## src/hdl/cpu_pkg.sv

```systemverilog
package cpu_pkg;

  localparam int XLEN       = 32;
  localparam int ILEN       = 32;
  localparam int REG_ADDR_W = 5;
  localparam int DMEM_WORDS = 256;
  localparam int DMEM_AW    = $clog2(DMEM_WORDS);

  localparam logic [XLEN-1:0] RESET_PC  = '0;
  localparam logic [ILEN-1:0] NOP_INSTR = 32'h0000_0013;  // addi x0, x0, 0

  // funct3 of OP and OP-IMM
  localparam logic [2:0] F3_ADD  = 3'b000;
  localparam logic [2:0] F3_SLL  = 3'b001;
  localparam logic [2:0] F3_SLT  = 3'b010;
  localparam logic [2:0] F3_SLTU = 3'b011;
  localparam logic [2:0] F3_XOR  = 3'b100;
  localparam logic [2:0] F3_SR   = 3'b101;
  localparam logic [2:0] F3_OR   = 3'b110;

  typedef logic [REG_ADDR_W-1:0] reg_addr_t;

  typedef enum logic [6:0] {
    OP_LUI    = 7'b0110111,
    OP_AUIPC  = 7'b0010111,
    OP_JAL    = 7'b1101111,
    OP_JALR   = 7'b1100111,
    OP_BRANCH = 7'b1100011,
    OP_LOAD   = 7'b0000011,
    OP_STORE  = 7'b0100011,
    OP_ARITHI = 7'b0010011,
    OP_ARITHR = 7'b0110011,
    OP_FENCE  = 7'b0001111,
    OP_SYSTEM = 7'b1110011
  } opcode_e;

  typedef enum logic [3:0] {
    ALUOP_ADD, ALUOP_SUB, ALUOP_SLL, ALUOP_SLT, ALUOP_SLTU, ALUOP_XOR,
    ALUOP_SRL, ALUOP_SRA, ALUOP_OR, ALUOP_AND, ALUOP_LINK
  } aluop_e;

  typedef enum logic [1:0] {SRC1_REG, SRC1_PC, SRC1_ZERO} alu_src1_e;
  typedef enum logic [1:0] {SRC2_REG, SRC2_IMM} alu_src2_e;

  typedef enum logic [2:0] {
    BEQ  = 3'b000,
    BNE  = 3'b001,
    BLT  = 3'b100,
    BGE  = 3'b101,
    BLTU = 3'b110,
    BGEU = 3'b111
  } branch_f3_e;

  typedef struct packed {
    logic            valid;
    aluop_e          aluop;
    alu_src1_e       src1;
    alu_src2_e       src2;
    logic [XLEN-1:0] pc;
    logic [XLEN-1:0] imm;
    logic [XLEN-1:0] link;
    logic [XLEN-1:0] rs1_data;
    logic [XLEN-1:0] rs2_data;
    reg_addr_t       rd;
    logic            wreg;
    logic            memrd;
    logic            memwr;
  } id_ex_t;

  // What a later stage offers for forwarding
  typedef struct packed {
    logic            wreg;
    reg_addr_t       rd;
    logic            memrd;
    logic [XLEN-1:0] data;
  } fwd_t;

  typedef struct packed {
    logic            valid;
    reg_addr_t       rd;
    logic            wreg;
    logic            memrd;
    logic            memwr;
    logic [XLEN-1:0] alu_res;
    logic [XLEN-1:0] store_data;
  } ex_mem_t;

  typedef struct packed {
    logic            valid;
    reg_addr_t       rd;
    logic [XLEN-1:0] data;
  } wb_t;

  function automatic reg_addr_t reg_convert(input logic [4:0] field);
    return reg_addr_t'(field);
  endfunction

endpackage

```

## src/hdl/regfile.sv

```systemverilog
`timescale 1ns/1ps

module regfile
  import cpu_pkg::*;
(
  input  logic            clk_i,
  input  logic            rst_n_i,
  input  logic            rs1_read_i,
  input  logic            rs2_read_i,
  input  reg_addr_t       rs1_addr_i,
  input  reg_addr_t       rs2_addr_i,
  output logic [XLEN-1:0] rs1_data_o,
  output logic [XLEN-1:0] rs2_data_o,
  input  wb_t             wb_i
);

  logic [XLEN-1:0] regs [1:31];  // x0 is not stored

  always_ff @(posedge clk_i) begin
    if (!rst_n_i) begin
      for (int i = 1; i < 32; i++) regs[i] <= '0;
    end else if (wb_i.valid && wb_i.rd != '0) begin
      regs[wb_i.rd] <= wb_i.data;
    end
  end

  // Write-through covers the write-back stage
  assign rs1_data_o = (!rs1_read_i || rs1_addr_i == '0) ? '0 :
                      (wb_i.valid && wb_i.rd == rs1_addr_i) ? wb_i.data : regs[rs1_addr_i];
  assign rs2_data_o = (!rs2_read_i || rs2_addr_i == '0) ? '0 :
                      (wb_i.valid && wb_i.rd == rs2_addr_i) ? wb_i.data : regs[rs2_addr_i];

endmodule

```

## config.mk

```make
export PLATFORM = sky130hd
export DESIGN_NAME = regfile
export DESIGN_NICKNAME = d
export VERILOG_FILES = /design/src/hdl/cpu_pkg.sv /design/src/hdl/regfile.sv
export SDC_FILE = /design/constraint.sdc
export NUM_CORES = 2
export LEC_CHECK = 0
export BUFFER_PORTS_ARGS = -buffer_cell sky130_fd_sc_hd__buf_2
export CORE_ASPECT_RATIO = 1.4
export CORE_UTILIZATION = 40
export CTS_BUF_LIST = sky130_fd_sc_hd__clkbuf_4 sky130_fd_sc_hd__clkbuf_8 sky130_fd_sc_hd__clkbuf_16
export DETAILED_ROUTE_END_ITERATION = 10
export PLACE_DENSITY = 0.6
export SLEW_MARGIN = 10
export SYNTH_ARGS = -nofsm -noshare
export SYNTH_HDL_FRONTEND = slang
export SYNTH_SLANG_ARGS = --single-unit
```

## constraint.sdc

```tcl
create_clock -name clk_i -period 5.08 [get_ports clk_i]
set_input_delay 1.27 -clock clk_i [delete_from_list [all_inputs] [get_ports clk_i]]
set_output_delay 1.27 -clock clk_i [all_outputs]
set_load 0.02 [all_outputs]
```

==> results.toml <==
[run_status]
outcome = "complete, no violations"

[timing]
maxSlewViolCount = 0
post-route-min-period_ns = 5.06
rsz0062_at_grt = "false"
setup_viol = 0
setup_ws_ns = 0.0196
slew_headroom_pct = 21.9
worst_pin_slew_ns = 1.17
period_share_pct = 99.6
hold_viol_final = 0
max_freq_mhz = 198

[final_layout]
regMostFlops = "regs"
final_cells = 5869
top_regs = "regs (1024)"
num-fill-cells = 11900
fin_nets = 4034
final_util_pct = 46.2
layout-drive-gt1-share_pct = 25.8
largest_register_ffs = 1024
area_growth_pct = 14.7
finalInstanceArea_sq_um = 63500

[global_route]
met2_usage_pct = 49.9
gr-total-overflow = 0
grt_max_degree = 55
grt_pass1_wl_microns = 304000
busiest_layer = "met2"
grt_use_total_pct = 31.4
met3_usage_pct = 6.96
grtUsageMet1_pct = 38.3
antenna_found_initial = 25
grt_pass1_vias = 38300

[setup_path]
criticalPathCategory = "primary input to primary output"
cp.required_ns = 3.81
worst_setup_path_start_kind = "primary input"
end_kind = "primary output"
crit_fanout = 13
cp_data_arrival_time_ns = 3.79

[floorplanning]
dieArea_sq_um = 140000
rows = 161
coreArea_sq_um = 137000
start_util_pct = 40.3
ios = 116
chipHeight_microns = 442
die_w_microns = 316

[cts]
clock_path_buffers = 3
cts.sinks = 1024
cts_max_level = 3
cts_root_buf = "clkbuf_16"
numCtsBuffers = 99
cts.clk_slew.worst_paths_ns = 0.06
ctsHoldBuffers = 0
cts_tree = "built"

[place]
dp_cells = 5674
placed_cell_area_sq_um = 60200
dpl_worst_slack_ns = -0.419
routabilityCongestion = 0.892
port_buffers = 115
dpl.hpwl_microns = 137000

[synthesis]
synth-edff-count = 1024
yosysUniqueCellTypes = 61
syn_inst = 3855
yosysMostFrequentCell = "edfxtp_1"
seq_area_frac_synth_pct = 55.5
yosys_warnings = 0
yosys-top-cells-area = "edfxtp_1 (56%), mux4_2 (15%), and2_1 (11%), mux2i_1 (5.5%), clkbuf_1 (1.9%)"
synth_area_sq_um = 55400
synth_top_cell_by_area = "edfxtp_1"
ys.flop_type = "edfxtp_1"
syn_avg_cell_area_sq_um = 14.4
postSynth.asyncResetShare_pct = 0
netlist.area_leader.share_pct = 55.5
synth_seq_cells = 1024
synth_common_cells = "edfxtp_1 (1024), and2_1 (995), mux4_2 (372)"

[drt]
drc = 0
vias = 38600
routed_wl_microns = 221000
avgRoutedWirePerCell_microns = 37.6
viasPerCell = 6.58
drtPass1Iterations = 8
ant_nets = 0
first_iter_violations = 5575

[hold_path]
whs_path_depth = 2
holdCritPathClass = "primary input to register"

[flow_run]
maxCapViolations = 0

[pwr]
power_leakage_nw = 22.5
finalPower_w = 0.0206
peakVddDrop_uv = 265
powerDensity_nw_per_um2 = 324
repair_timing:
| item | 4_1_cts | 5_1_grt |
|---|---|---|
| gates resized for setup | 2 | 2 |
| setup buffers | 0 | 0 |
| setup endpoints to repair | 1 | 3 |
cell families (layout without fill, tap and decap cells):
group                     after synthesis  after routing  synth area share [%]
AOI/OAI and AO/OA                     509            509                  6.68
DFF                                  1024           1024                  55.5
muxes                                 691            691                  20.9
xor gates and xnor gates               10             10                 0.158
other                                   1             41               0.00677
and+or+nand+nor                      1194           1194                  13.0
buffers and inverters                 426            607                  3.73
report_power, final:
part / leakage, nW / total [W] / switching, W / internal [W]
clock network: 1.64 / 0.00775 / 0.00346 / 0.00429
registers: 9.75 / 0.0100 / 0.000247 / 0.00976
logic: 11.1 / 0.00283 / 0.00172 / 0.00111
through the flow:
stage               TNS, ns  hold WS, ns
finish                    0         1.02
global route              0         1.01
floorplan                 0         1.37
detailed placement   -0.446         1.76
CTS                       0        0.980
global placement     -0.433         1.76
worst paths after layout:
| path | end | startpoint | slack [ns] |
|---|---|---|---|
| max | rs1_data_o[15] | rs1_addr_i[3] | 0.02 |
| min | regs[10][19]$_SDFFCE_PN0P_ | wb_i[19] | 1.02 |
critical path, stage by stage:
cell	delay, ns
buf_2	0.26
buf_4	0.24
nor2b_4	0.78
buf_4	0.39
a22oi_1	0.10
nand3_1	0.10
a32o_1	0.37
buf_2	0.23
routing by layer:
layer  part of all wire [%]  wire length, microns
met1                     35                 77000
met2                     47                104000
met3                     11                 23200
met4                    7.6                 16700
met5                  0.040                    89
layout make-up:
| class | instances | area [sq um] | share of cell area, % |
|---|---|---|---|
| clock inverter | 66 | 609 | 0.959 |
| multi-input combinational | 2436 | 23300 | 36.8 |
| tap | 1793 | 2240 | 3.53 |
| sequential | 1024 | 30700 | 48.4 |
| timing repair buffer | 415 | 3830 | 6.03 |
| inverter | 6 | 25.0 | 0.0394 |
| clock buffer | 120 | 2690 | 4.23 |
| antenna | 9 | 22.5 | 0.0355 |
cell usage in the layout (no fill, tap or decap), types with 22 or more instances in the layout:
cell type and n:
mux2i_1 307, buf_2 108, nor2_4 31, clkinv_1 22, a21oi_1 88, nand2_1 60
edfxtp_1 1024, o21ai_4 29, o221ai_1 24, conb_1 32, a32o_1 25, a221o_1 41
mux4_2 372, o21ai_0 59, nor2_1 23, a221oi_1 75, a22oi_1 70, clkbuf_16 102
clkinv_2 22, o22a_1 23, and2_1 992, buf_12 76, buf_4 226
(Power assumes the default switching activity.)
