File: config.mk
export PLATFORM = sky130hd
export DESIGN_NAME = id
export DESIGN_NICKNAME = d
export VERILOG_FILES = /design/src/hdl/cpu_pkg.sv /design/src/hdl/id.sv
export SDC_FILE = /design/constraint.sdc
export NUM_CORES = 1
export LEC_CHECK = 0
export BUFFER_PORTS_ARGS = -buffer_cell sky130_fd_sc_hd__buf_2
export CORE_AREA = 4 4 167 169
export DETAILED_ROUTE_END_ITERATION = 10
export DIE_AREA = 0 0 171 173
export PLACE_DENSITY_LB_ADDON = 0.1
export SLEW_MARGIN = 5
export SYNTH_ARGS = -nofsm -noshare
export SYNTH_HDL_FRONTEND = slang
export SYNTH_SLANG_ARGS = --single-unit
File: constraint.sdc
create_clock -name vclk -period 6.15
set_input_delay 0.3075 -clock vclk [all_inputs]
set_output_delay 0.3075 -clock vclk [all_outputs]
set_load 0.1 [all_outputs]
File: src/hdl/cpu_pkg.sv
package cpu_pkg;

  localparam int XLEN       = 32;
  localparam int ILEN       = 32;
  localparam int REG_ADDR_W = 5;
  localparam int DMEM_WORDS = 256;
  localparam int DMEM_AW    = $clog2(DMEM_WORDS);

  localparam logic [XLEN-1:0] RESET_PC  = '0;
  localparam logic [ILEN-1:0] NOP_INSTR = 32'h0000_0013;  // addi x0, x0, 0

  // funct3 of OP and OP-IMM
  localparam logic [2:0] F3_ADD  = 3'b000;
  localparam logic [2:0] F3_SLL  = 3'b001;
  localparam logic [2:0] F3_SLT  = 3'b010;
  localparam logic [2:0] F3_SLTU = 3'b011;
  localparam logic [2:0] F3_XOR  = 3'b100;
  localparam logic [2:0] F3_SR   = 3'b101;
  localparam logic [2:0] F3_OR   = 3'b110;

  typedef logic [REG_ADDR_W-1:0] reg_addr_t;

  typedef enum logic [6:0] {
    OP_LUI    = 7'b0110111,
    OP_AUIPC  = 7'b0010111,
    OP_JAL    = 7'b1101111,
    OP_JALR   = 7'b1100111,
    OP_BRANCH = 7'b1100011,
    OP_LOAD   = 7'b0000011,
    OP_STORE  = 7'b0100011,
    OP_ARITHI = 7'b0010011,
    OP_ARITHR = 7'b0110011,
    OP_FENCE  = 7'b0001111,
    OP_SYSTEM = 7'b1110011
  } opcode_e;

  typedef enum logic [3:0] {
    ALUOP_ADD, ALUOP_SUB, ALUOP_SLL, ALUOP_SLT, ALUOP_SLTU, ALUOP_XOR,
    ALUOP_SRL, ALUOP_SRA, ALUOP_OR, ALUOP_AND, ALUOP_LINK
  } aluop_e;

  typedef enum logic [1:0] {SRC1_REG, SRC1_PC, SRC1_ZERO} alu_src1_e;
  typedef enum logic [1:0] {SRC2_REG, SRC2_IMM} alu_src2_e;

  typedef enum logic [2:0] {
    BEQ  = 3'b000,
    BNE  = 3'b001,
    BLT  = 3'b100,
    BGE  = 3'b101,
    BLTU = 3'b110,
    BGEU = 3'b111
  } branch_f3_e;

  typedef struct packed {
    logic            valid;
    aluop_e          aluop;
    alu_src1_e       src1;
    alu_src2_e       src2;
    logic [XLEN-1:0] pc;
    logic [XLEN-1:0] imm;
    logic [XLEN-1:0] link;
    logic [XLEN-1:0] rs1_data;
    logic [XLEN-1:0] rs2_data;
    reg_addr_t       rd;
    logic            wreg;
    logic            memrd;
    logic            memwr;
  } id_ex_t;

  // What a later stage offers for forwarding
  typedef struct packed {
    logic            wreg;
    reg_addr_t       rd;
    logic            memrd;
    logic [XLEN-1:0] data;
  } fwd_t;

  typedef struct packed {
    logic            valid;
    reg_addr_t       rd;
    logic            wreg;
    logic            memrd;
    logic            memwr;
    logic [XLEN-1:0] alu_res;
    logic [XLEN-1:0] store_data;
  } ex_mem_t;

  typedef struct packed {
    logic            valid;
    reg_addr_t       rd;
    logic [XLEN-1:0] data;
  } wb_t;

  function automatic reg_addr_t reg_convert(input logic [4:0] field);
    return reg_addr_t'(field);
  endfunction

endpackage

File: src/hdl/id.sv
`timescale 1ns/1ps

module id
  import cpu_pkg::*;
(
  input  logic [XLEN-1:0] pc_i,
  input  logic [ILEN-1:0] inst_i,
  input  logic            valid_i,
  input  logic [XLEN-1:0] rs1_data_i,
  input  logic [XLEN-1:0] rs2_data_i,
  input  fwd_t            ex_fwd_i,
  input  fwd_t            mem_fwd_i,
  output logic            rs1_read_o,
  output logic            rs2_read_o,
  output reg_addr_t       rs1_addr_o,
  output reg_addr_t       rs2_addr_o,
  output id_ex_t          dec_o,
  output logic            branch_taken_o,
  output logic [XLEN-1:0] branch_target_o,
  output logic            stallreq_o
);

  opcode_e         opcode;
  logic [2:0]      funct3;
  logic [XLEN-1:0] link;
  logic [XLEN-1:0] rs1_val, rs2_val;
  logic [XLEN-1:0] jalr_sum;
  logic            inst_ok;
  aluop_e          aluop;
  alu_src1_e       src1;
  alu_src2_e       src2;
  logic [XLEN-1:0] imm;
  reg_addr_t       rd;
  logic            wreg, memrd, memwr;
  logic            is_jal, is_jalr, is_branch;
  logic            br_cond;

  // Newest producer wins, x0 never forwarded
  function automatic logic [XLEN-1:0] fwd_select(input logic rd_en, input reg_addr_t addr,
                                                 input logic [XLEN-1:0] rf_data,
                                                 input fwd_t ex, input fwd_t mem);
    if (!rd_en || addr == '0) return '0;
    if (ex.wreg && ex.rd == addr) return ex.data;
    if (mem.wreg && mem.rd == addr) return mem.data;
    return rf_data;
  endfunction

  // Load data only exists at write-back
  function automatic logic load_use(input logic rd_en, input reg_addr_t addr,
                                    input fwd_t ex, input fwd_t mem);
    if (!rd_en || addr == '0) return 1'b0;
    if (ex.wreg && ex.rd == addr) return ex.memrd;
    if (mem.wreg && mem.rd == addr) return mem.memrd;
    return 1'b0;
  endfunction

  function automatic aluop_e arith_op(input logic [2:0] f3, input logic alt,
                                      input logic is_reg);
    case (f3)
      F3_ADD:  return (alt && is_reg) ? ALUOP_SUB : ALUOP_ADD;
      F3_SLL:  return ALUOP_SLL;
      F3_SLT:  return ALUOP_SLT;
      F3_SLTU: return ALUOP_SLTU;
      F3_XOR:  return ALUOP_XOR;
      F3_SR:   return alt ? ALUOP_SRA : ALUOP_SRL;
      F3_OR:   return ALUOP_OR;
      default: return ALUOP_AND;
    endcase
  endfunction

  assign opcode     = opcode_e'(inst_i[6:0]);
  assign funct3     = inst_i[14:12];
  assign link       = pc_i + XLEN'(4);
  assign rs1_addr_o = reg_convert(inst_i[19:15]);
  assign rs2_addr_o = reg_convert(inst_i[24:20]);

  always_comb begin
    inst_ok    = 1'b0;
    aluop      = ALUOP_ADD;
    src1       = SRC1_REG;
    src2       = SRC2_REG;
    imm        = '0;
    rd         = '0;
    wreg       = 1'b0;
    memrd      = 1'b0;
    memwr      = 1'b0;
    rs1_read_o = 1'b0;
    rs2_read_o = 1'b0;
    is_jal     = 1'b0;
    is_jalr    = 1'b0;
    is_branch  = 1'b0;
    if (valid_i) begin
      case (opcode)
        OP_LUI, OP_AUIPC: begin
          inst_ok = 1'b1;
          src1    = (opcode == OP_LUI) ? SRC1_ZERO : SRC1_PC;
          src2    = SRC2_IMM;
          imm     = {inst_i[31:12], 12'b0};
          rd      = reg_convert(inst_i[11:7]);
          wreg    = 1'b1;
        end
        OP_JAL: begin
          inst_ok = 1'b1;
          aluop   = ALUOP_LINK;
          imm     = {{12{inst_i[31]}}, inst_i[19:12], inst_i[20], inst_i[30:21], 1'b0};
          rd      = reg_convert(inst_i[11:7]);
          wreg    = 1'b1;
          is_jal  = 1'b1;
        end
        OP_JALR: begin
          inst_ok    = 1'b1;
          aluop      = ALUOP_LINK;
          imm        = {{20{inst_i[31]}}, inst_i[31:20]};
          rd         = reg_convert(inst_i[11:7]);
          wreg       = 1'b1;
          rs1_read_o = 1'b1;
          is_jalr    = 1'b1;
        end
        OP_BRANCH: begin
          inst_ok    = 1'b1;
          imm        = {{20{inst_i[31]}}, inst_i[7], inst_i[30:25], inst_i[11:8], 1'b0};
          rs1_read_o = 1'b1;
          rs2_read_o = 1'b1;
          is_branch  = 1'b1;
        end
        OP_LOAD: begin
          inst_ok    = 1'b1;
          src2       = SRC2_IMM;
          imm        = {{20{inst_i[31]}}, inst_i[31:20]};
          rd         = reg_convert(inst_i[11:7]);
          wreg       = 1'b1;
          memrd      = 1'b1;
          rs1_read_o = 1'b1;
        end
        OP_STORE: begin
          inst_ok    = 1'b1;
          src2       = SRC2_IMM;  // Address, rs2 rides along as store data
          imm        = {{20{inst_i[31]}}, inst_i[31:25], inst_i[11:7]};
          memwr      = 1'b1;
          rs1_read_o = 1'b1;
          rs2_read_o = 1'b1;
        end
        OP_ARITHI: begin
          inst_ok    = 1'b1;
          aluop      = arith_op(funct3, inst_i[30], 1'b0);
          src2       = SRC2_IMM;
          imm        = {{20{inst_i[31]}}, inst_i[31:20]};
          rd         = reg_convert(inst_i[11:7]);
          wreg       = 1'b1;
          rs1_read_o = 1'b1;
        end
        OP_ARITHR: begin
          inst_ok    = 1'b1;
          aluop      = arith_op(funct3, inst_i[30], 1'b1);
          rd         = reg_convert(inst_i[11:7]);
          wreg       = 1'b1;
          rs1_read_o = 1'b1;
          rs2_read_o = 1'b1;
        end
        OP_FENCE:  inst_ok = 1'b1;  // Nothing to order here
        OP_SYSTEM: ;                // No CSRs, drops to a bubble
        default:   ;
      endcase
    end
  end

  assign rs1_val = fwd_select(rs1_read_o, rs1_addr_o, rs1_data_i, ex_fwd_i, mem_fwd_i);
  assign rs2_val = fwd_select(rs2_read_o, rs2_addr_o, rs2_data_i, ex_fwd_i, mem_fwd_i);

  assign stallreq_o = load_use(rs1_read_o, rs1_addr_o, ex_fwd_i, mem_fwd_i) |
                      load_use(rs2_read_o, rs2_addr_o, ex_fwd_i, mem_fwd_i);

  always_comb begin
    case (branch_f3_e'(funct3))
      BEQ:     br_cond = rs1_val == rs2_val;
      BNE:     br_cond = rs1_val != rs2_val;
      BLT:     br_cond = $signed(rs1_val) < $signed(rs2_val);
      BGE:     br_cond = $signed(rs1_val) >= $signed(rs2_val);
      BLTU:    br_cond = rs1_val < rs2_val;
      BGEU:    br_cond = rs1_val >= rs2_val;
      default: br_cond = 1'b0;
    endcase
  end

  assign jalr_sum        = rs1_val + imm;
  assign branch_taken_o  = is_jal | is_jalr | (is_branch & br_cond);
  assign branch_target_o = is_jalr ? {jalr_sum[XLEN-1:1], 1'b0} : pc_i + imm;

  assign dec_o = '{
    valid:    inst_ok,
    aluop:    aluop,
    src1:     src1,
    src2:     src2,
    pc:       pc_i,
    imm:      imm,
    link:     link,
    rs1_data: rs1_val,
    rs2_data: rs2_val,
    rd:       rd,
    wreg:     wreg,
    memrd:    memrd,
    memwr:    memwr
  };

  // A stall must come from a live instruction reading a register
  always_comb begin
    a_stall_src: assert #0 (!stallreq_o || (valid_i && (rs1_read_o || rs2_read_o)))
      else $error("id: stall without a register read");
  end

endmodule

==> results of run 1 <==
==> cell usage in the layout (no fill, tap or decap), types with 40 or more instances in the layout <==
cell	n
a21o_1	53
a21oi_1	108
buf_2	429
ha_1	92
inv_1	57
mux2i_1	64
nand2_1	122
nor2_1	118
o21ai_0	40
xnor2_1	67
==> worst max-delay path by stage <==
stage	endpoint	slack, ns	depth (start not counted)
floorplan	branch_target_o[31]	-1.07	19
global placement	branch_target_o[31]	0.50	18
detailed placement	branch_target_o[31]	0.51	18
CTS	branch_target_o[31]	0.47	18
global route	branch_target_o[31]	0.04	18
finish	branch_target_o[31]	0.58	18
==> what timing repair did <==
| action | 4_1_cts | 5_1_grt |
|---|---|---|
| endpoints found under the setup margin | 0 | 1 |
| hold buffers | 0 | 0 |
| resized for setup | 0 | 3 |
==> cell families after synthesis <==
logic type | count (synthesis) | synth area share
AND/OR/NAND/NOR | 414 | 0.247
AO/OA/AOI/OAI | 365 | 0.308
buffers and inverters | 161 | 0.0988
XOR/XNOR | 101 | 0.110
adder cells (fa/ha/maj) | 97 | 0.152
multiplexers | 67 | 0.0836
other | 1 | 0.000466
==> per-stage QoR <==
step	util	hold slack, ns	total power, mW	area (um2)	TNS, ns
after floorplan	-	0.725	0.539	8530	-2.37
after global placement	0.402	1.02	0.700	10700	0
after detailed placement	0.402	1.02	0.700	10700	0
after CTS	0.402	1.02	0.702	10700	0
after global routing	0.402	1.02	0.739	10700	0
final	0.402	1.02	0.701	10700	0
==> power breakdown <==
group	leakage, nW	internal (mW)	total [mW]	switching, mW
Sequential	0	0	0	0
Combinational	5.67	0.168	0.701	0.533
Clock	0	0	0	0
Total	5.67	0.168	0.701	0.533
==> Yosys cell counts (24+ instances only) <==
| cell | count | area [um2] |
|---|---|---|
| nand2_1 | 122 | 458 |
| inv_1 | 57 | 214 |
| o21ai_0 | 48 | 240 |
| nor2_1 | 122 | 458 |
| a21o_1 | 54 | 405 |
| mux2i_1 | 66 | 661 |
| and3_1 | 24 | 150 |
| nand3_1 | 24 | 120 |
| a21oi_1 | 122 | 611 |
| xnor2_1 | 67 | 587 |
| xor2_1 | 34 | 298 |
| a211oi_1 | 39 | 293 |
| clkbuf_1 | 40 | 150 |
| nand4_1 | 24 | 150 |
| buf_4 | 50 | 375 |
| ha_1 | 92 | 1150 |
==> layer usage <==
layer	track usage	share of wire	wire length (um)
met1	0.316	0.45	16900
met4	0.0396	0.021	769
met5	0	0	0
met2	0.404	0.47	17700
met3	0.0203	0.054	2010
==> final cells by class <==
cell class	count	area share
Inverter	58	0.0204
Timing Repair Buffer	452	0.219
Tap cell	341	0.0399
Multi-Input combinational cell	1045	0.721
==> flow_metrics.env, run 1 <==
export IMPL_dpl_cell_count=1896
export IMPL_hold_depth=2
export IMPL_synth_distinct_cells=85
export IMPL_dpl_worst_slack_ns=0.512
export IMPL_share_of_synthesized_area_occupied_by_flip_flops_and_latches=0
export IMPL_largest_net_degree_at_the_start_of_global_routing=35
export IMPL_slowest_delay_ns=0.49
export IMPL_area_taken_by_multi_input_logic_gates_um2=7710
export IMPL_leakagePower_nw=5.67
export IMPL_dr_total_vias=9986
export IMPL_fp_dieH_um=173
export IMPL_vias_per_cell=5.27
export IMPL_wire_per_inst_um=19.7
export IMPL_slew_margin_rel=0.426
export IMPL_drtIter0Drc=497
export IMPL_post_synth_inst_count=1206
export IMPL_postRouteWirelength_um=37400
export IMPL_drt_pass1_iterations=5
export IMPL_dieArea_um2=29600
export IMPL_place_gp_congestion=0.908
export IMPL_grt_pass1_wl_um=55100
export IMPL_diodes=0
export IMPL_final_setup_fails=0
export IMPL_cp_start_kind="input pin"
export IMPL_hp_start="pc_i[0]"
export IMPL_grt_antenna_before_repair=0
export IMPL_synthesized_nets=1507
export IMPL_holdPathEnd="dec_o[136]"
export IMPL_fp_rows=60
export IMPL_n_sequential_cell=0
export IMPL_crit_family="compound AO/OA/AOI/OAI gates"
export IMPL_worstSetupStartpoint="inst_i[5]"
export IMPL_drv_max_cap_violation_count=0
export IMPL_postCtsSetupRepairBufs=0
export IMPL_hold_path_class="input pin to output port"
export IMPL_end_kind="output port"
export IMPL_grt_pass1_vias=9552
export IMPL_postRouteAntennaNets=0
export IMPL_drc_errors=0
export IMPL_design_core_area_um2=26600
export IMPL_unrepaired_setup_endpoints_after_global_routing="no"
export IMPL_syn_to_final_growth_pct=33.1
export IMPL_worst_path_buffer_plus_inverter_count=3
export IMPL_worstSetupPathType="input pin to output port"
export IMPL_crit_path_cell_trace="buf_2 -> nor2b_1 -> o21ai_0 -> a21oi_1 -> nand2_1 -> a21boi_2 -> ha_1 -> nand2_1 -> a211o_1 -> a211oi_1 -> nor2_1 -> a2111oi_1 -> buf_4 -> a31oi_1 -> nor2b_1 -> o221ai_1 -> xor2_1 -> buf_2"
export IMPL_detailedPlacementHpwl_um=32400
export IMPL_start_util=0.302
export IMPL_layout_clock_buffers=0
export IMPL_grt_use_total=0.233
export IMPL_worst_endpoint_arrival_ns=5.27
export IMPL_yosysWarnings=0
export IMPL_die_w_um=171
export IMPL_nFillCells=2941
export IMPL_post_synth_cell_area_avg_um2=6.67
export IMPL_seqCellArea_um2=0
export IMPL_portBuffers=429
export IMPL_worst_ir_drop_vdd_mv=0.0652
export IMPL_drive_gt1_frac=0.352
export IMPL_crit_path_max_fanout=19
export IMPL_post_synth_instance_area_um2=8040
export IMPL_ios=430
export IMPL_critical_path_required_ns=5.84
export IMPL_final_worst_setup_slack_ns=0.576
export IMPL_design_final_nets=1858
export IMPL_layoutNonFillerInstCount=1896
export IMPL_maxClockFrequency_mhz=179
export IMPL_slowest_stage_cell_cp="a211oi_1"
export IMPL_maxSlewViolCount=0
export IMPL_timing_final_crit_share=0.906
export IMPL_finalWorstPathRequiredPeriod_ns=5.57
export IMPL_finalHoldViolCount=0
export IMPL_status="finished, final reports clean"
export IMPL_grt_overflow_total=0
export IMPL_power_density_nw_per_um2=65.5
export IMPL_worst_pin_slew_ns=0.860
Note: power is estimated with default switching activity, not from simulation.
==> run 2: changes to the inputs <==
==> constraint.sdc (replaced) <==
create_clock -name vclk -period 5.55
set_input_delay 0.2775 -clock vclk [all_inputs]
set_output_delay 0.2775 -clock vclk [all_outputs]
set_load 0.1 [all_outputs]
==> flow_metrics.env, run 2 (synthesized netlist as in run 1, its figures left out) <==
export IMPL_diodes=0
export IMPL_seqCellArea_um2=0
export IMPL_design_final_nets=1903
export IMPL_slew_margin_rel=0.335
export IMPL_dr_total_vias=10500
export IMPL_grt_overflow_total=0
export IMPL_finalPower_uw=824
export IMPL_finalHoldViolCount=0
export IMPL_grt_antenna_before_repair=1
export IMPL_postRouteAntennaNets=0
export IMPL_design_core_area_um2=26600
export IMPL_status="finished, final reports clean"
export IMPL_dieArea_um2=29600
export IMPL_wire_per_inst_um=20.5
export IMPL_worst_endpoint_arrival_ns=4.96
export IMPL_n_sequential_cell=0
export IMPL_final_cell_mix="buf_2, nand2_1, nor2_1, a21oi_1, ha_1"
export IMPL_final_setup_fails=0
export IMPL_grt_pass1_vias=10100
export IMPL_syn_to_final_growth_pct=41.7
export IMPL_worst_ir_drop_vdd_mv=0.0610
export IMPL_drv_max_cap_violation_count=0
export IMPL_leakagePower_nw=6.00
export IMPL_fp_dieH_um=173
export IMPL_final_common_cell="buf_2"
export IMPL_drc_errors=0
export IMPL_drive_gt1_frac=0.380
export IMPL_unrepaired_setup_endpoints_after_global_routing="no"
export IMPL_hold_path_class="input pin to output port"
export IMPL_worstSetupStartpoint="inst_i[5]"
export IMPL_drtIter0Drc=677
export IMPL_finalWorstPathRequiredPeriod_ns=5.24
export IMPL_worst_pin_slew_ns=0.996
export IMPL_maxClockFrequency_mhz=191
export IMPL_cp_start_kind="input pin"
export IMPL_start_util=0.302
export IMPL_grt_pass1_wl_um=59500
export IMPL_vias_per_cell=5.39
export IMPL_grt_use_total=0.251
export IMPL_maxSlewViolCount=0
export IMPL_crit_path_max_fanout=19
export IMPL_die_w_um=171
export IMPL_holdBufCountCts=0
export IMPL_place_gp_congestion=0.952
export IMPL_largest_net_degree_at_the_start_of_global_routing=34
export IMPL_fp_rows=60
export IMPL_critical_path_required_ns=5.27
export IMPL_drt_pass1_iterations=5
export IMPL_power_density_nw_per_um2=72.3
export IMPL_postRouteWirelength_um=39800
export IMPL_final_cell_utilization_of_the_core=0.429
export IMPL_portBuffers=429
export IMPL_detailedPlacementHpwl_um=34900
export IMPL_hp_start="pc_i[0]"
export IMPL_layout_clock_buffers=0
export IMPL_end_kind="output port"
export IMPL_worstSetupPathType="input pin to output port"
export IMPL_timing_final_crit_share=0.944
export IMPL_hold_depth=2
export IMPL_ios=430
==> run 2: changes by cell type in the layout (fill, tap and decap cells not counted), sizes merged <==
cell	delta
buf	+45
==> run 2: final cells by class <==
cell class	instances	area (um2)
fillers	2851	15200
inverters	58	218
repair buffers	497	2900
multi-input cells	1045	7850
well taps	341	427
==> run 2: where the power goes <==
group          internal, mW  switching, mW  leakage (nW)
sequential                0              0             0
clock                     0              0             0
combinational         0.214          0.609          6.00
total                 0.214          0.609          6.00
==> run 2: critical path: stages <==
cell and delay, ns:
buf_2 0.29, nand3b_1 0.21, nor2_1 0.26, a41o_1 0.32, buf_4 0.16, nand2_1 0.07, a21oi_2 0.34, ha_1 0.40
a21oi_1 0.29, o21ai_0 0.12, a21o_1 0.18, a21o_1 0.16, a21oi_1 0.19, o32a_1 0.24, o31ai_4 0.12, o41ai_4 0.45
mux2i_1 0.24, o221ai_1 0.16, xor2_1 0.27, buf_12 0.21
==> run 2: what timing repair did <==
| action | CTS | global route |
|---|---|---|
| gates resized for setup | 0 | 3 |
| endpoints found under the setup margin | 0 | 4 |
| setup buffers | 0 | 3 |
==> run 2: worst paths after layout <==
| check | slack (ns) | end |
|---|---|---|
| worst max-delay path | 0.31 | branch_target_o[31] |
| worst min-delay path | 0.96 | dec_o[72] |
==> run 2: layer usage <==
metal,routed length [um],vias up,GRT usage,share of wire
met5,11,-,0,0.00028
met4,1020,2,0.0518,0.025
met3,2000,50,0.0190,0.050
met2,19100,364,0.433,0.48
met1,17700,4926,0.342,0.44
li1,-,5117,-,-
==> run 2: per-stage QoR <==
| stage | cells | worst slack (ns) | setup TNS (ns) | hold slack (ns) | area, um2 |
|---|---|---|---|---|---|
| final | 1941 | 0.309 | 0 | 0.964 | 11400 |
| after global routing | 1941 | 0.00904 | 0 | 0.970 | 11400 |
| after CTS | 1938 | 0.191 | 0 | 0.968 | 11300 |
| after detailed placement | 1938 | 0.240 | 0 | 0.967 | 11300 |
| after global placement | 1938 | 0.282 | 0 | 0.965 | 11300 |
| after floorplan | 1206 | -1.61 | -10.04 | 0.665 | 8670 |
