File: config.mk
export PLATFORM = sky130hd
export DESIGN_NAME = if_stage
export DESIGN_NICKNAME = d
export VERILOG_FILES = /design/src/hdl/cpu_pkg.sv /design/src/hdl/if_stage.sv
export SDC_FILE = /design/constraint.sdc
export NUM_CORES = 1
export LEC_CHECK = 0
export BUFFER_PORTS_ARGS = -buffer_cell sky130_fd_sc_hd__buf_2
export CORE_ASPECT_RATIO = 1.5
export CORE_MARGIN = 2
export CORE_UTILIZATION = 48
export DETAILED_ROUTE_END_ITERATION = 10
export PLACE_DENSITY = 0.77
export SYNTH_ARGS = -nofsm -noshare
export SYNTH_HDL_FRONTEND = slang
export SYNTH_SLANG_ARGS = --single-unit
File: constraint.sdc
create_clock -name clk_i -period 3 [get_ports clk_i]
set_clock_uncertainty 0.1 [all_clocks]
set_input_delay 0.3 -clock clk_i [delete_from_list [all_inputs] [get_ports clk_i]]
set_output_delay 0.3 -clock clk_i [all_outputs]
set_load 0.01 [all_outputs]
File: src/hdl/cpu_pkg.sv
package cpu_pkg;

  localparam int XLEN       = 32;
  localparam int ILEN       = 32;
  localparam int REG_ADDR_W = 5;
  localparam int DMEM_WORDS = 256;
  localparam int DMEM_AW    = $clog2(DMEM_WORDS);

  localparam logic [XLEN-1:0] RESET_PC  = '0;
  localparam logic [ILEN-1:0] NOP_INSTR = 32'h0000_0013;  // addi x0, x0, 0

  // funct3 of OP and OP-IMM
  localparam logic [2:0] F3_ADD  = 3'b000;
  localparam logic [2:0] F3_SLL  = 3'b001;
  localparam logic [2:0] F3_SLT  = 3'b010;
  localparam logic [2:0] F3_SLTU = 3'b011;
  localparam logic [2:0] F3_XOR  = 3'b100;
  localparam logic [2:0] F3_SR   = 3'b101;
  localparam logic [2:0] F3_OR   = 3'b110;

  typedef logic [REG_ADDR_W-1:0] reg_addr_t;

  typedef enum logic [6:0] {
    OP_LUI    = 7'b0110111,
    OP_AUIPC  = 7'b0010111,
    OP_JAL    = 7'b1101111,
    OP_JALR   = 7'b1100111,
    OP_BRANCH = 7'b1100011,
    OP_LOAD   = 7'b0000011,
    OP_STORE  = 7'b0100011,
    OP_ARITHI = 7'b0010011,
    OP_ARITHR = 7'b0110011,
    OP_FENCE  = 7'b0001111,
    OP_SYSTEM = 7'b1110011
  } opcode_e;

  typedef enum logic [3:0] {
    ALUOP_ADD, ALUOP_SUB, ALUOP_SLL, ALUOP_SLT, ALUOP_SLTU, ALUOP_XOR,
    ALUOP_SRL, ALUOP_SRA, ALUOP_OR, ALUOP_AND, ALUOP_LINK
  } aluop_e;

  typedef enum logic [1:0] {SRC1_REG, SRC1_PC, SRC1_ZERO} alu_src1_e;
  typedef enum logic [1:0] {SRC2_REG, SRC2_IMM} alu_src2_e;

  typedef enum logic [2:0] {
    BEQ  = 3'b000,
    BNE  = 3'b001,
    BLT  = 3'b100,
    BGE  = 3'b101,
    BLTU = 3'b110,
    BGEU = 3'b111
  } branch_f3_e;

  typedef struct packed {
    logic            valid;
    aluop_e          aluop;
    alu_src1_e       src1;
    alu_src2_e       src2;
    logic [XLEN-1:0] pc;
    logic [XLEN-1:0] imm;
    logic [XLEN-1:0] link;
    logic [XLEN-1:0] rs1_data;
    logic [XLEN-1:0] rs2_data;
    reg_addr_t       rd;
    logic            wreg;
    logic            memrd;
    logic            memwr;
  } id_ex_t;

  // What a later stage offers for forwarding
  typedef struct packed {
    logic            wreg;
    reg_addr_t       rd;
    logic            memrd;
    logic [XLEN-1:0] data;
  } fwd_t;

  typedef struct packed {
    logic            valid;
    reg_addr_t       rd;
    logic            wreg;
    logic            memrd;
    logic            memwr;
    logic [XLEN-1:0] alu_res;
    logic [XLEN-1:0] store_data;
  } ex_mem_t;

  typedef struct packed {
    logic            valid;
    reg_addr_t       rd;
    logic [XLEN-1:0] data;
  } wb_t;

  function automatic reg_addr_t reg_convert(input logic [4:0] field);
    return reg_addr_t'(field);
  endfunction

endpackage

File: src/hdl/if_stage.sv
`timescale 1ns/1ps

module if_stage
  import cpu_pkg::*;
(
  input  logic            clk_i,
  input  logic            rst_n_i,
  input  logic            stall_i,
  input  logic            redirect_i,
  input  logic [XLEN-1:0] target_i,
  input  logic [ILEN-1:0] instr_i,
  output logic [XLEN-1:0] pc_o,
  output logic [XLEN-1:0] id_pc_o,
  output logic [ILEN-1:0] id_instr_o,
  output logic            id_valid_o
);

  logic [XLEN-1:0] pc_q;

  assign pc_o = pc_q;

  always_ff @(posedge clk_i) begin
    if (!rst_n_i) begin
      pc_q       <= RESET_PC;
      id_instr_o <= NOP_INSTR;
      id_valid_o <= 1'b0;
    end else if (stall_i) begin
      // Hold PC and IF/ID
    end else if (redirect_i) begin
      pc_q       <= target_i;
      id_instr_o <= NOP_INSTR;  // Squash the wrong-path fetch
      id_valid_o <= 1'b0;
    end else begin
      pc_q       <= pc_q + XLEN'(4);
      id_instr_o <= instr_i;
      id_valid_o <= 1'b1;
    end
  end

  always_ff @(posedge clk_i) begin
    if (!stall_i && !redirect_i) id_pc_o <= pc_q;
  end

  // Targets come from decode, so a bad JAL/JALR offset shows up here
  a_pc_aligned: assert property (@(posedge clk_i) disable iff (!rst_n_i)
    pc_q[1:0] == 2'b00)
    else $error("if_stage: misaligned pc %h", pc_q);

endmodule

==> flow_summary.toml, run 1 <==
[yosys]
synthAdderAreaFrac = 0.003152
ys_ff_latch = 97
synth-xor-area-share = 0.004412
synth_top_family_by_area = "compound AO/OA/AOI/OAI gates"
syn_area_sq_um = 3970
async_flop_share = 0
synth_top_area_frac = 0.3278
syn-instance-count = 400
post_synth_and_or_nand_nor_area_fraction = 0.1765
yosysWarnings = 0
synth_top_area_cell = "dfxtp_1"
ys_types = 47
synthFlopType = "dfxtp_1"
seq_area_frac_synth = 0.5698
synth_nets = 469
synth-compound-area-share = 0.1926
synth_edf_count = 32
synthMuxAreaShare = 0.01765
netlist_top_cells_area = "dfxtp_1, edfxtp_1, a22oi_1, nor2_1, a21oi_1"
synth_area_per_cell_sq_um = 9.925

[floorplanning]
start_util = 0.4958
dieArea_sq_um = 9029
core_area_sq_um = 8008
num_rows = 40
die_w_um = 78.26
fp.dieH_um = 115.4
pin_count = 165

[placement]
io_buffers = 164
place.detailed.hpwl_um = 7212
gp_congestion = 0.8282
placed_area_sq_um = 4870

[setup_path]
r2r_slack_ps = 790
reg2reg_to = "pc_o[28]$_SDFFE_PN0N_"
crit_family = "simple AND/OR/NAND/NOR gates"
cpMostUsedCell = "nand4_1"
crit_required_ps = 3120
crit_slowest_cell = "or3_1"
worstPathCellList = "nand4_1 -> or3_1 -> or3_4 -> nand4_1 -> o311ai_2"
critPathMaxStageDelay_ps = 540
path_buf_inv = 0
rr_worst_depth = 5
worst_setup_path_end_kind = "register"
arrival_ps = 2330
path_max_fanout = 7
r2r-start = "pc_o[10]$_SDFFE_PN0N_"
startpoint_type = "register"
path_class = "reg2reg"

[finish]
diodes = 0
drive_above_1_share = 0.3566
layout_common_cells = "buf_2, dfxtp_1, nor2_1, a22oi_1, edfxtp_1"
nets = 622
design_area_sq_um = 5185
final_common_cell = "buf_2"
area_delta_synth_final_pct = 30.60

[global_route]
grt_pass1_vias = 3290
grt.total_usage = 0.2236
antenna_found_initial = 0
globalRouteOverflowTotal = 0
grt_max_degree = 37
grt_pass1_wl_um = 15890

[outcome]
run_status = "finished clean"

[route]
drc = 0
dr.pass1.iters = 4
via_per_inst = 5.551
totalWireLength_um = 10150
vias = 3680
wire_per_inst_um = 15.32
ant_nets = 0
drt-initial-drc-count = 304

[worst_hold_path]
hold_path_end = "pc_o[27]$_SDFFE_PN0N_"
whs_path_depth = 3
holdCritStartpoint = "target_i[27]"
hp-class = "in2reg"

[cts]
h-tree-depth = 3
cts_sinks = 97
postCtsSetupBuffers = 0
root_buffer = "clkbuf_16"
cts_buffer_depth = 2
cts_made_buffers = 9
clock_latency_ps = 340
ctsResizeCount = 0
path_clk_slew_ps = 70
hold_buffers = 0
cts_tree = "built"

[sta]
fmax_mhz = 451.7
tightestPinTransition_ps = 792.3
rsz0062_at_grt = "false"
setup_viol = 0
slew_headroom = 0.4712
report.final.slew_viol_count = 0
worst_hold_slack_ps = 85.77
hold_viol_final = 0
fin_setup_tns_ps = 0
final.min_clock_period_ps = 2214
post-route-period-util = 0.7379

[power_and_ir_drop]
powerDensity_nw_per_um2 = 572.1
vdd_ir_drop_max_uv = 335.7
leakage_nw = 2.258

[run]
max-cap-violations = 0
state kept, by name (all words and copies together) (netlist names):
| signal | cells |
|---|---|
| pc_o | 32 |
| id_instr_o | 32 |
| id_pc_o | 32 |
| id_valid_o | 1 |
metrics by stage:
stage | cells | total power [W] | util | setup slack, ps
after floorplan | 400 | 0.001660 | - | 674.6
after global placement | 647 | 0.001797 | 0.6081 | 871.8
after detailed placement | 647 | 0.001807 | 0.6081 | 780.5
after CTS | 663 | 0.002981 | 0.6475 | 766.3
after global routing | 663 | 0.003060 | 0.6475 | 646.0
final | 663 | 0.002966 | 0.6475 | 786.2
per-layer routing:
metal  GRT usage  wire length, um  vias to the layer above
li1            -                -                     1801
met1      0.2766             4009                     1705
met2      0.3851             5242                      161
met3     0.04082              739                       13
met4     0.09240              163                        0
met5           0                0                        -
Yosys cell counts (6+ instances only):
master / instances
edfxtp_1: 32
a22oi_1: 39
o22ai_1: 8
nand3_1: 17
clkbuf_1: 26
o21ai_0: 18
mux2i_1: 7
nor3_1: 9
nand2_1: 20
nor2_1: 54
a21oi_1: 23
nand4_1: 9
inv_1: 6
and3_1: 7
a31oi_1: 8
dfxtp_1: 65
logic make-up after synthesis:
kind of cell,count (synthesis)
flops,97
xor+xnor,2
mux,7
fa+ha+maj,1
buf+inv,37
compound gates,116
simple gates,140
how the worst max path moves through the flow:
| stage | startpoint | end | slack (ps) | cells past startpoint |
|---|---|---|---|---|
| floorplan | redirect_i | id_pc_o[0]$_DFFE_PP_ | 670 | 5 |
| global placement | pc_o[10]$_SDFFE_PN0N_ | pc_o[30]$_SDFFE_PN0N_ | 870 | 5 |
| global route | pc_o[2]$_SDFFE_PN0N_ | pc_o[30]$_SDFFE_PN0N_ | 650 | 6 |
| CTS | pc_o[2]$_SDFFE_PN0N_ | pc_o[28]$_SDFFE_PN0N_ | 770 | 5 |
| detailed placement | pc_o[2]$_SDFFE_PN0N_ | pc_o[28]$_SDFFE_PN0N_ | 780 | 5 |
| finish | pc_o[10]$_SDFFE_PN0N_ | pc_o[28]$_SDFFE_PN0N_ | 790 | 5 |
report_power, final:
group          switching, W  internal [W]
Combinational      0.000170      0.000129
Sequential        0.0000562       0.00142
Clock              0.000470      0.000719
worst register-to-register path, cell delays in order, from the launching register on:
cell and delay [ps]:
dfxtp_1 490, nand4_1 350, or3_1 550, or3_4 380, nand4_1 120, o311ai_2 110
area by class of cell:
cell class / instances / area (sq um)
Fill cell: 692 / 2823
Inverter: 6 / 22.52
Sequential cell: 97 / 2262
Clock inverter: 4 / 47.55
Tap cell: 105 / 131.4
Timing Repair Buffer: 173 / 888.4
Clock buffer: 12 / 267.8
Multi-Input combinational cell: 266 / 1565
(Power assumes the default switching activity.)
==> run 2: changes to the inputs <==
--- a/config.mk
+++ b/config.mk
@@ -5,12 +5,13 @@
 export SDC_FILE = /design/constraint.sdc
 export NUM_CORES = 1
 export LEC_CHECK = 0
+export ABC_AREA = 1
 export BUFFER_PORTS_ARGS = -buffer_cell sky130_fd_sc_hd__buf_2
 export CORE_ASPECT_RATIO = 1.5
 export CORE_MARGIN = 2
-export CORE_UTILIZATION = 48
+export CORE_UTILIZATION = 44
 export DETAILED_ROUTE_END_ITERATION = 10
-export PLACE_DENSITY = 0.77
+export PLACE_DENSITY = 0.73
 export SYNTH_ARGS = -nofsm -noshare
 export SYNTH_HDL_FRONTEND = slang
 export SYNTH_SLANG_ARGS = --single-unit
==> constraint.sdc (replaced) <==
create_clock -name clk_i -period 1.85 [get_ports clk_i]
set_clock_uncertainty 0.1 [all_clocks]
set_input_delay 0.185 -clock clk_i [delete_from_list [all_inputs] [get_ports clk_i]]
set_output_delay 0.185 -clock clk_i [all_outputs]
set_load 0.01 [all_outputs]
==> run 2 against run 1 <==
Against the previous run:
- register-to-register slack worse by 640 ps
- via count up 18%
- utilization down 3.0 points
- global-route usage up 1.8 points
- clock power up 63%
- routed wire length up 24%
- sequential power up 61%
- final cell count up 31%
- maximum frequency up 30%
- combinational power up 81%
- sequential share of layout area down 5.4 points
==> flow_summary.toml, run 2 <==
[finish]
final_common_cell = "nand2_1"
area_delta_synth_final_pct = 37.89
final_util = 0.6174
drive_above_1_share = 0.2778
nets = 820
diodes = 0
stdcell_count = 871
layout_common_cells = "nand2_1, buf_2, dfxtp_1, a21oi_1, nor2_1"

[global_route]
grt_pass1_wl_um = 20430
grt_max_degree = 46
grt.total_usage = 0.2414
globalRouteOverflowTotal = 0
antenna_found_initial = 0
grt_pass1_vias = 4314

[cts]
h-tree-depth = 3
postCtsSetupBuffers = 0
cts_buffer_depth = 2
root_buffer = "clkbuf_16"
clock_latency_ps = 340
cts_sinks = 97
cts_made_buffers = 9
path_clk_slew_ps = 70
cts_tree = "built"

[placement]
io_buffers = 164
gp_congestion = 0.9073
dpl.cell_count = 820
place.detailed.hpwl_um = 8885

[setup_path]
cpMostUsedCell = "nand2_1"
r2r_slack_ps = 150
crit_slowest_cell = "dfxtp_1"
crit_start = "pc_o[12]$_SDFFE_PN0N_"
startpoint_type = "register"
path_max_fanout = 5
reg2reg_to = "pc_o[29]$_SDFFE_PN0N_"
crit_required_ps = 1960
r2r-start = "pc_o[12]$_SDFFE_PN0N_"
arrival_ps = 1810
critPathMaxStageDelay_ps = 460
endpoint = "pc_o[29]$_SDFFE_PN0N_"
worst_setup_path_end_kind = "register"
worstPathCellList = "nand2_1 -> nor2_1 -> nand2_1 -> nor2_1 -> nand2_1 -> nand2_1 -> nand2_1 -> nand2_1 -> a21oi_1"
rr_worst_depth = 9
path_class = "reg2reg"

[sta]
post-route-period-util = 0.9193
fmax_mhz = 588.0
setup_viol = 0
slew_headroom = 0.6758
hold_viol_final = 0
fin_setup_tns_ps = 0
report.final.slew_viol_count = 0
worst_hold_slack_ps = 10.98
final.min_clock_period_ps = 1701
tightestPinTransition_ps = 486.3
rsz0062_at_grt = "false"

[route]
ant_nets = 0
dr.pass1.iters = 4
drt-initial-drc-count = 243
via_per_inst = 4.971
wire_per_inst_um = 14.50
vias = 4330
drc = 0
totalWireLength_um = 12630

[yosys]
syn_area_sq_um = 4289
async_flop_share = 0
synth_common_cells = "nand2_1, dfxtp_1, a21oi_1, nor2_1, inv_1"
ys_ff_latch = 97
synth_nets = 622
ys_types = 25
seq_area_frac_synth = 0.5274
synthFlopType = "dfxtp_1"
netlist_top_cells_area = "dfxtp_1, edfxtp_1, nand2_1, a21oi_1, nor2_1"
synth_most_common_cell = "nand2_1"
syn-instance-count = 553
synth_top_area_frac = 0.3034
yosysWarnings = 0
synth_top_area_cell = "dfxtp_1"
synth_edf_count = 32
synth_area_per_cell_sq_um = 7.756

[floorplanning]
die_w_um = 84.62
start_util = 0.4478
num_rows = 44
pin_count = 165
core_area_sq_um = 9579
fp.dieH_um = 124.9
dieArea_sq_um = 10570

[power_and_ir_drop]
vdd_ir_drop_max_uv = 558.6
powerDensity_nw_per_um2 = 821.3
leakage_nw = 2.601
totalPowerFinal_w = 0.004858

[worst_hold_path]
hp-class = "in2reg"

[outcome]
run_status = "finished clean"

[run]
max-cap-violations = 0
[run 2: worst max-delay path: cells and delay by family, from the launching register on]
family / cells / cell delay (ps)
flip-flops: 1 / 460
AO/OA/AOI/OAI: 1 / 50
AND/OR/NAND/NOR: 8 / 960
[run 2: report_power, final]
part | switching, W | leakage, nW | internal [W]
clock network | 0.000832 | 0.156 | 0.00111
registers | 0.0000801 | 0.843 | 0.00230
logic | 0.000293 | 1.60 | 0.000249
total | 0.00121 | 2.60 | 0.00365
[run 2: area by class of cell]
cell class | count | area [sq um]
Tap cell | 115 | 143.9
Clock inverter | 6 | 73.82
Multi-Input combinational cell | 381 | 1722
Timing Repair Buffer | 210 | 1279
Sequential cell | 97 | 2262
Fill cell | 900 | 3665
Clock buffer | 10 | 239.0
Inverter | 52 | 195.2
[run 2: worst min-delay path by stage]
stage / from / endpoint / slack, ps / cells past startpoint
3_3_place_gp: instr_i[1] / id_instr_o[1]$_SDFFE_PN1N_ / 320 / 3
6_report: rst_n_i / id_instr_o[4]$_SDFFE_PN1N_ / 10 / 2
3_5_place_dp: instr_i[0] / id_instr_o[0]$_SDFFE_PN1N_ / 310 / 3
5_1_grt: rst_n_i / id_instr_o[4]$_SDFFE_PN1N_ / 20 / 2
2_1_floorplan: instr_i[0] / id_instr_o[0]$_SDFFE_PN1N_ / 220 / 2
4_1_cts: rst_n_i / id_instr_o[4]$_SDFFE_PN1N_ / 3 / 2
[run 2: routing by layer]
metal	GRT usage	vias up	part of all wire
met4	0.08777	0	0.026
met1	0.2645	1991	0.36
met3	0.05235	21	0.059
met2	0.4479	147	0.55
met5	0	-	0
li1	-	2171	-
[run 2: kinds of logic after synthesis]
family | Yosys count | synth area share
AOI/OAI and AO/OA | 97 | 0.1219
xor gates and xnor gates | 8 | 0.01634
adders and majority gates | 1 | 0.002917
buffers and inverters | 75 | 0.07410
DFF | 97 | 0.5274
and+or+nand+nor | 275 | 0.2573
[run 2: per-stage QoR]
stage	area [sq um]	setup WS, ps
after floorplan	4289	197.1
after global placement	5246	182.2
after detailed placement	5246	179.6
after CTS	5909	153.5
after global routing	5914	23.66
final	5914	149.3
[run 2: timing repair]
| item | 4_1_cts | 5_1_grt |
|---|---|---|
| resized for setup | 0 | 2 |
| endpoints found under the hold margin | 33 | 0 |
| setup endpoints to repair | 0 | 1 |
| hold buffers | 35 | 0 |
==> run 3: changes to the inputs <==
--- a/config.mk
+++ b/config.mk
@@ -7,11 +7,12 @@
 export LEC_CHECK = 0
 export ABC_AREA = 1
 export BUFFER_PORTS_ARGS = -buffer_cell sky130_fd_sc_hd__buf_2
-export CORE_ASPECT_RATIO = 1.5
 export CORE_MARGIN = 2
-export CORE_UTILIZATION = 44
+export CORE_UTILIZATION = 46
+export CTS_BUF_LIST = sky130_fd_sc_hd__clkbuf_8
 export DETAILED_ROUTE_END_ITERATION = 10
-export PLACE_DENSITY = 0.73
+export PLACE_DENSITY = 0.76
+export REMOVE_ABC_BUFFERS = 1
 export SYNTH_ARGS = -nofsm -noshare
 export SYNTH_HDL_FRONTEND = slang
 export SYNTH_SLANG_ARGS = --single-unit
==> run 3 against run 2 <==
Against the previous run:
- sequential power about the same
- via count increased by 1.6%
- first-iteration DRC count decreased by 14%
- combinational power increased by 0.7%
- clock power decreased by 24%
- largest cell class unchanged
- final cell count increased by 0.23%
- die area decreased by 4.3%
- routed wire length decreased by 0.68%
- maximum frequency increased by 1.7%
- highest routed layer unchanged
==> flow_summary.toml, run 3 (synthesized netlist as in run 2, its figures left out) <==
[cts]
cts_tree = "built"
cts_sinks = 97
root_buffer = "clkbuf_8"
clock_latency_ps = 370
path_clk_slew_ps = 90
postCtsSetupBuffers = 0
cts_buffer_depth = 2
h-tree-depth = 3
cts_made_buffers = 9

[sta]
report.final.slew_viol_count = 0
slew_headroom = 0.6583
hold_viol_final = 0
final.min_clock_period_ps = 1672
post-route-period-util = 0.9038
tightestPinTransition_ps = 511.9
rsz0062_at_grt = "false"
fmax_mhz = 598.1
setup_viol = 0

[finish]
diodes = 0
layout_common_cells = "nand2_1, buf_2, dfxtp_1, a21oi_1, nor2_1"
design_area_sq_um = 5863
final_common_cell = "nand2_1"
drive_above_1_share = 0.2756
area_delta_synth_final_pct = 36.70
nets = 826
nFillCells = 785
stdcell_count = 873

[setup_path]
arrival_ps = 1820
endpoint = "pc_o[22]$_SDFFE_PN0N_"
r2r_slack_ps = 180
crit_start = "pc_o[2]$_SDFFE_PN0N_"
path_class = "reg2reg"
crit_required_ps = 2000
r2r-start = "pc_o[2]$_SDFFE_PN0N_"
worst_setup_path_end_kind = "register"
rr_worst_depth = 10
path_max_fanout = 7
reg2reg_to = "pc_o[22]$_SDFFE_PN0N_"
startpoint_type = "register"

[run]
max-cap-violations = 0

[global_route]
globalRouteOverflowTotal = 0
use_met2 = 0.4254
use_met1 = 0.3059
grt_pass1_wl_um = 19920
grt.total_usage = 0.2500
grt_pass1_vias = 4160
antenna_found_initial = 0
grtUsageMet3 = 0.07143
grt_max_degree = 56
busiest_layer = "met2"

[floorplanning]
fp.dieH_um = 100.6
num_rows = 35
dieArea_sq_um = 10110
core_area_sq_um = 9153
die_w_um = 100.6
start_util = 0.4686
pin_count = 165

[outcome]
run_status = "finished clean"

[placement]
gp_congestion = 0.9135
placed_area_sq_um = 5221
place.detailed.hpwl_um = 8465
io_buffers = 164
dpl.cell_count = 815

[route]
drc = 0
dr.pass1.iters = 5
wire_per_inst_um = 14.37
via_per_inst = 5.038
totalWireLength_um = 12540
vias = 4398
ant_nets = 0
drt-initial-drc-count = 208

[power_and_ir_drop]
pwr-share-comb = 0.124
p_switching_w = 0.001100
switching_share = 0.2498
power_frac_seq = 0.540
power_frac_clock = 0.336
vdd_ir_drop_max_uv = 473.2
internal-power_w = 0.003304
leakage_nw = 2.574
powerDensity_nw_per_um2 = 751.2

[worst_hold_path]
hp-class = "in2reg"
holdCritStartpoint = "target_i[3]"
## run 3: cell types whose count changed in the layout (fill, tap and decap cells not counted), sizes merged
cell | previous run | this run
buf | 175 | 174
bufinv | 1 | 2
clkbuf | 10 | 9
clkinv | 2 | 3
dlygate4sd3 | 35 | 42
inv | 55 | 54
## run 3: worst min path at each step
stage	to	slack, ps	cells past startpoint
6_report	pc_o[3]$_SDFFE_PN0N_	7	5
5_1_grt	pc_o[5]$_SDFFE_PN0N_	8	3
4_1_cts	pc_o[5]$_SDFFE_PN0N_	3	3
3_5_place_dp	id_instr_o[1]$_SDFFE_PN1N_	310	3
3_3_place_gp	id_instr_o[1]$_SDFFE_PN1N_	310	3
2_1_floorplan	id_instr_o[0]$_SDFFE_PN1N_	150	1
## run 3: cell type report
cell class	count	area, sq um	area share
clock buffer	9	123.9	0.02113
clock inverter	7	87.58	0.01494
inverter	52	195.2	0.03329
multi-input combinational	381	1724	0.2941
sequential	97	2265	0.3863
tap	111	138.9	0.02369
timing repair buffer	216	1329	0.2266
## run 3: per-layer routing
metal	up-vias	wire length, um
met2	202	6051
met5	-	0
li1	2185	-
met3	16	1115
met1	1995	5198
met4	0	176
## run 3: metrics by stage
stage / power [W] / worst slack (ps) / utilization / hold slack [ps] / TNS [ps]
6_report: 0.004404 / 178.0 / 0.6406 / 7.330 / 0
5_1_grt: 0.004590 / 18.48 / 0.6406 / 7.921 / 0
4_1_cts: 0.004424 / 113.8 / 0.6395 / 3.089 / 0
3_5_place_dp: 0.002900 / 153.0 / 0.5705 / 312.3 / 0
3_3_place_gp: 0.002886 / 235.7 / 0.5705 / 305.3 / 0
2_1_floorplan: 0.002638 / -2472 / - / 154.0 / -176550
## run 3: timing repair
| item | in CTS | in global routing |
|---|---|---|
| setup endpoints to repair | 0 | 5 |
| hold buffers | 42 | 0 |
| endpoints found under the hold margin | 39 | 0 |
| resized for setup | 0 | 4 |
## run 3: critical path: stages (launching register included)
cell and delay, ps:
dfxtp_2 400, ha_2 230, nand2_2 70, nor2_2 130, nand2_2 100, nor2_2 170, nand2_1 70, nand2_1 60
nand2_1 50, a21oi_1 130, nor2_1 50
## run 3: power by group through the flow
stage | clock (W) | combinational [W] | sequential [W]
after floorplan | 0 | 0.000179 | 0.00246
after global placement | 0 | 0.000465 | 0.00242
after detailed placement | 0 | 0.000474 | 0.00243
after CTS | 0.00151 | 0.000541 | 0.00238
after global routing | 0.00159 | 0.000603 | 0.00239
final | 0.00148 | 0.000546 | 0.00238
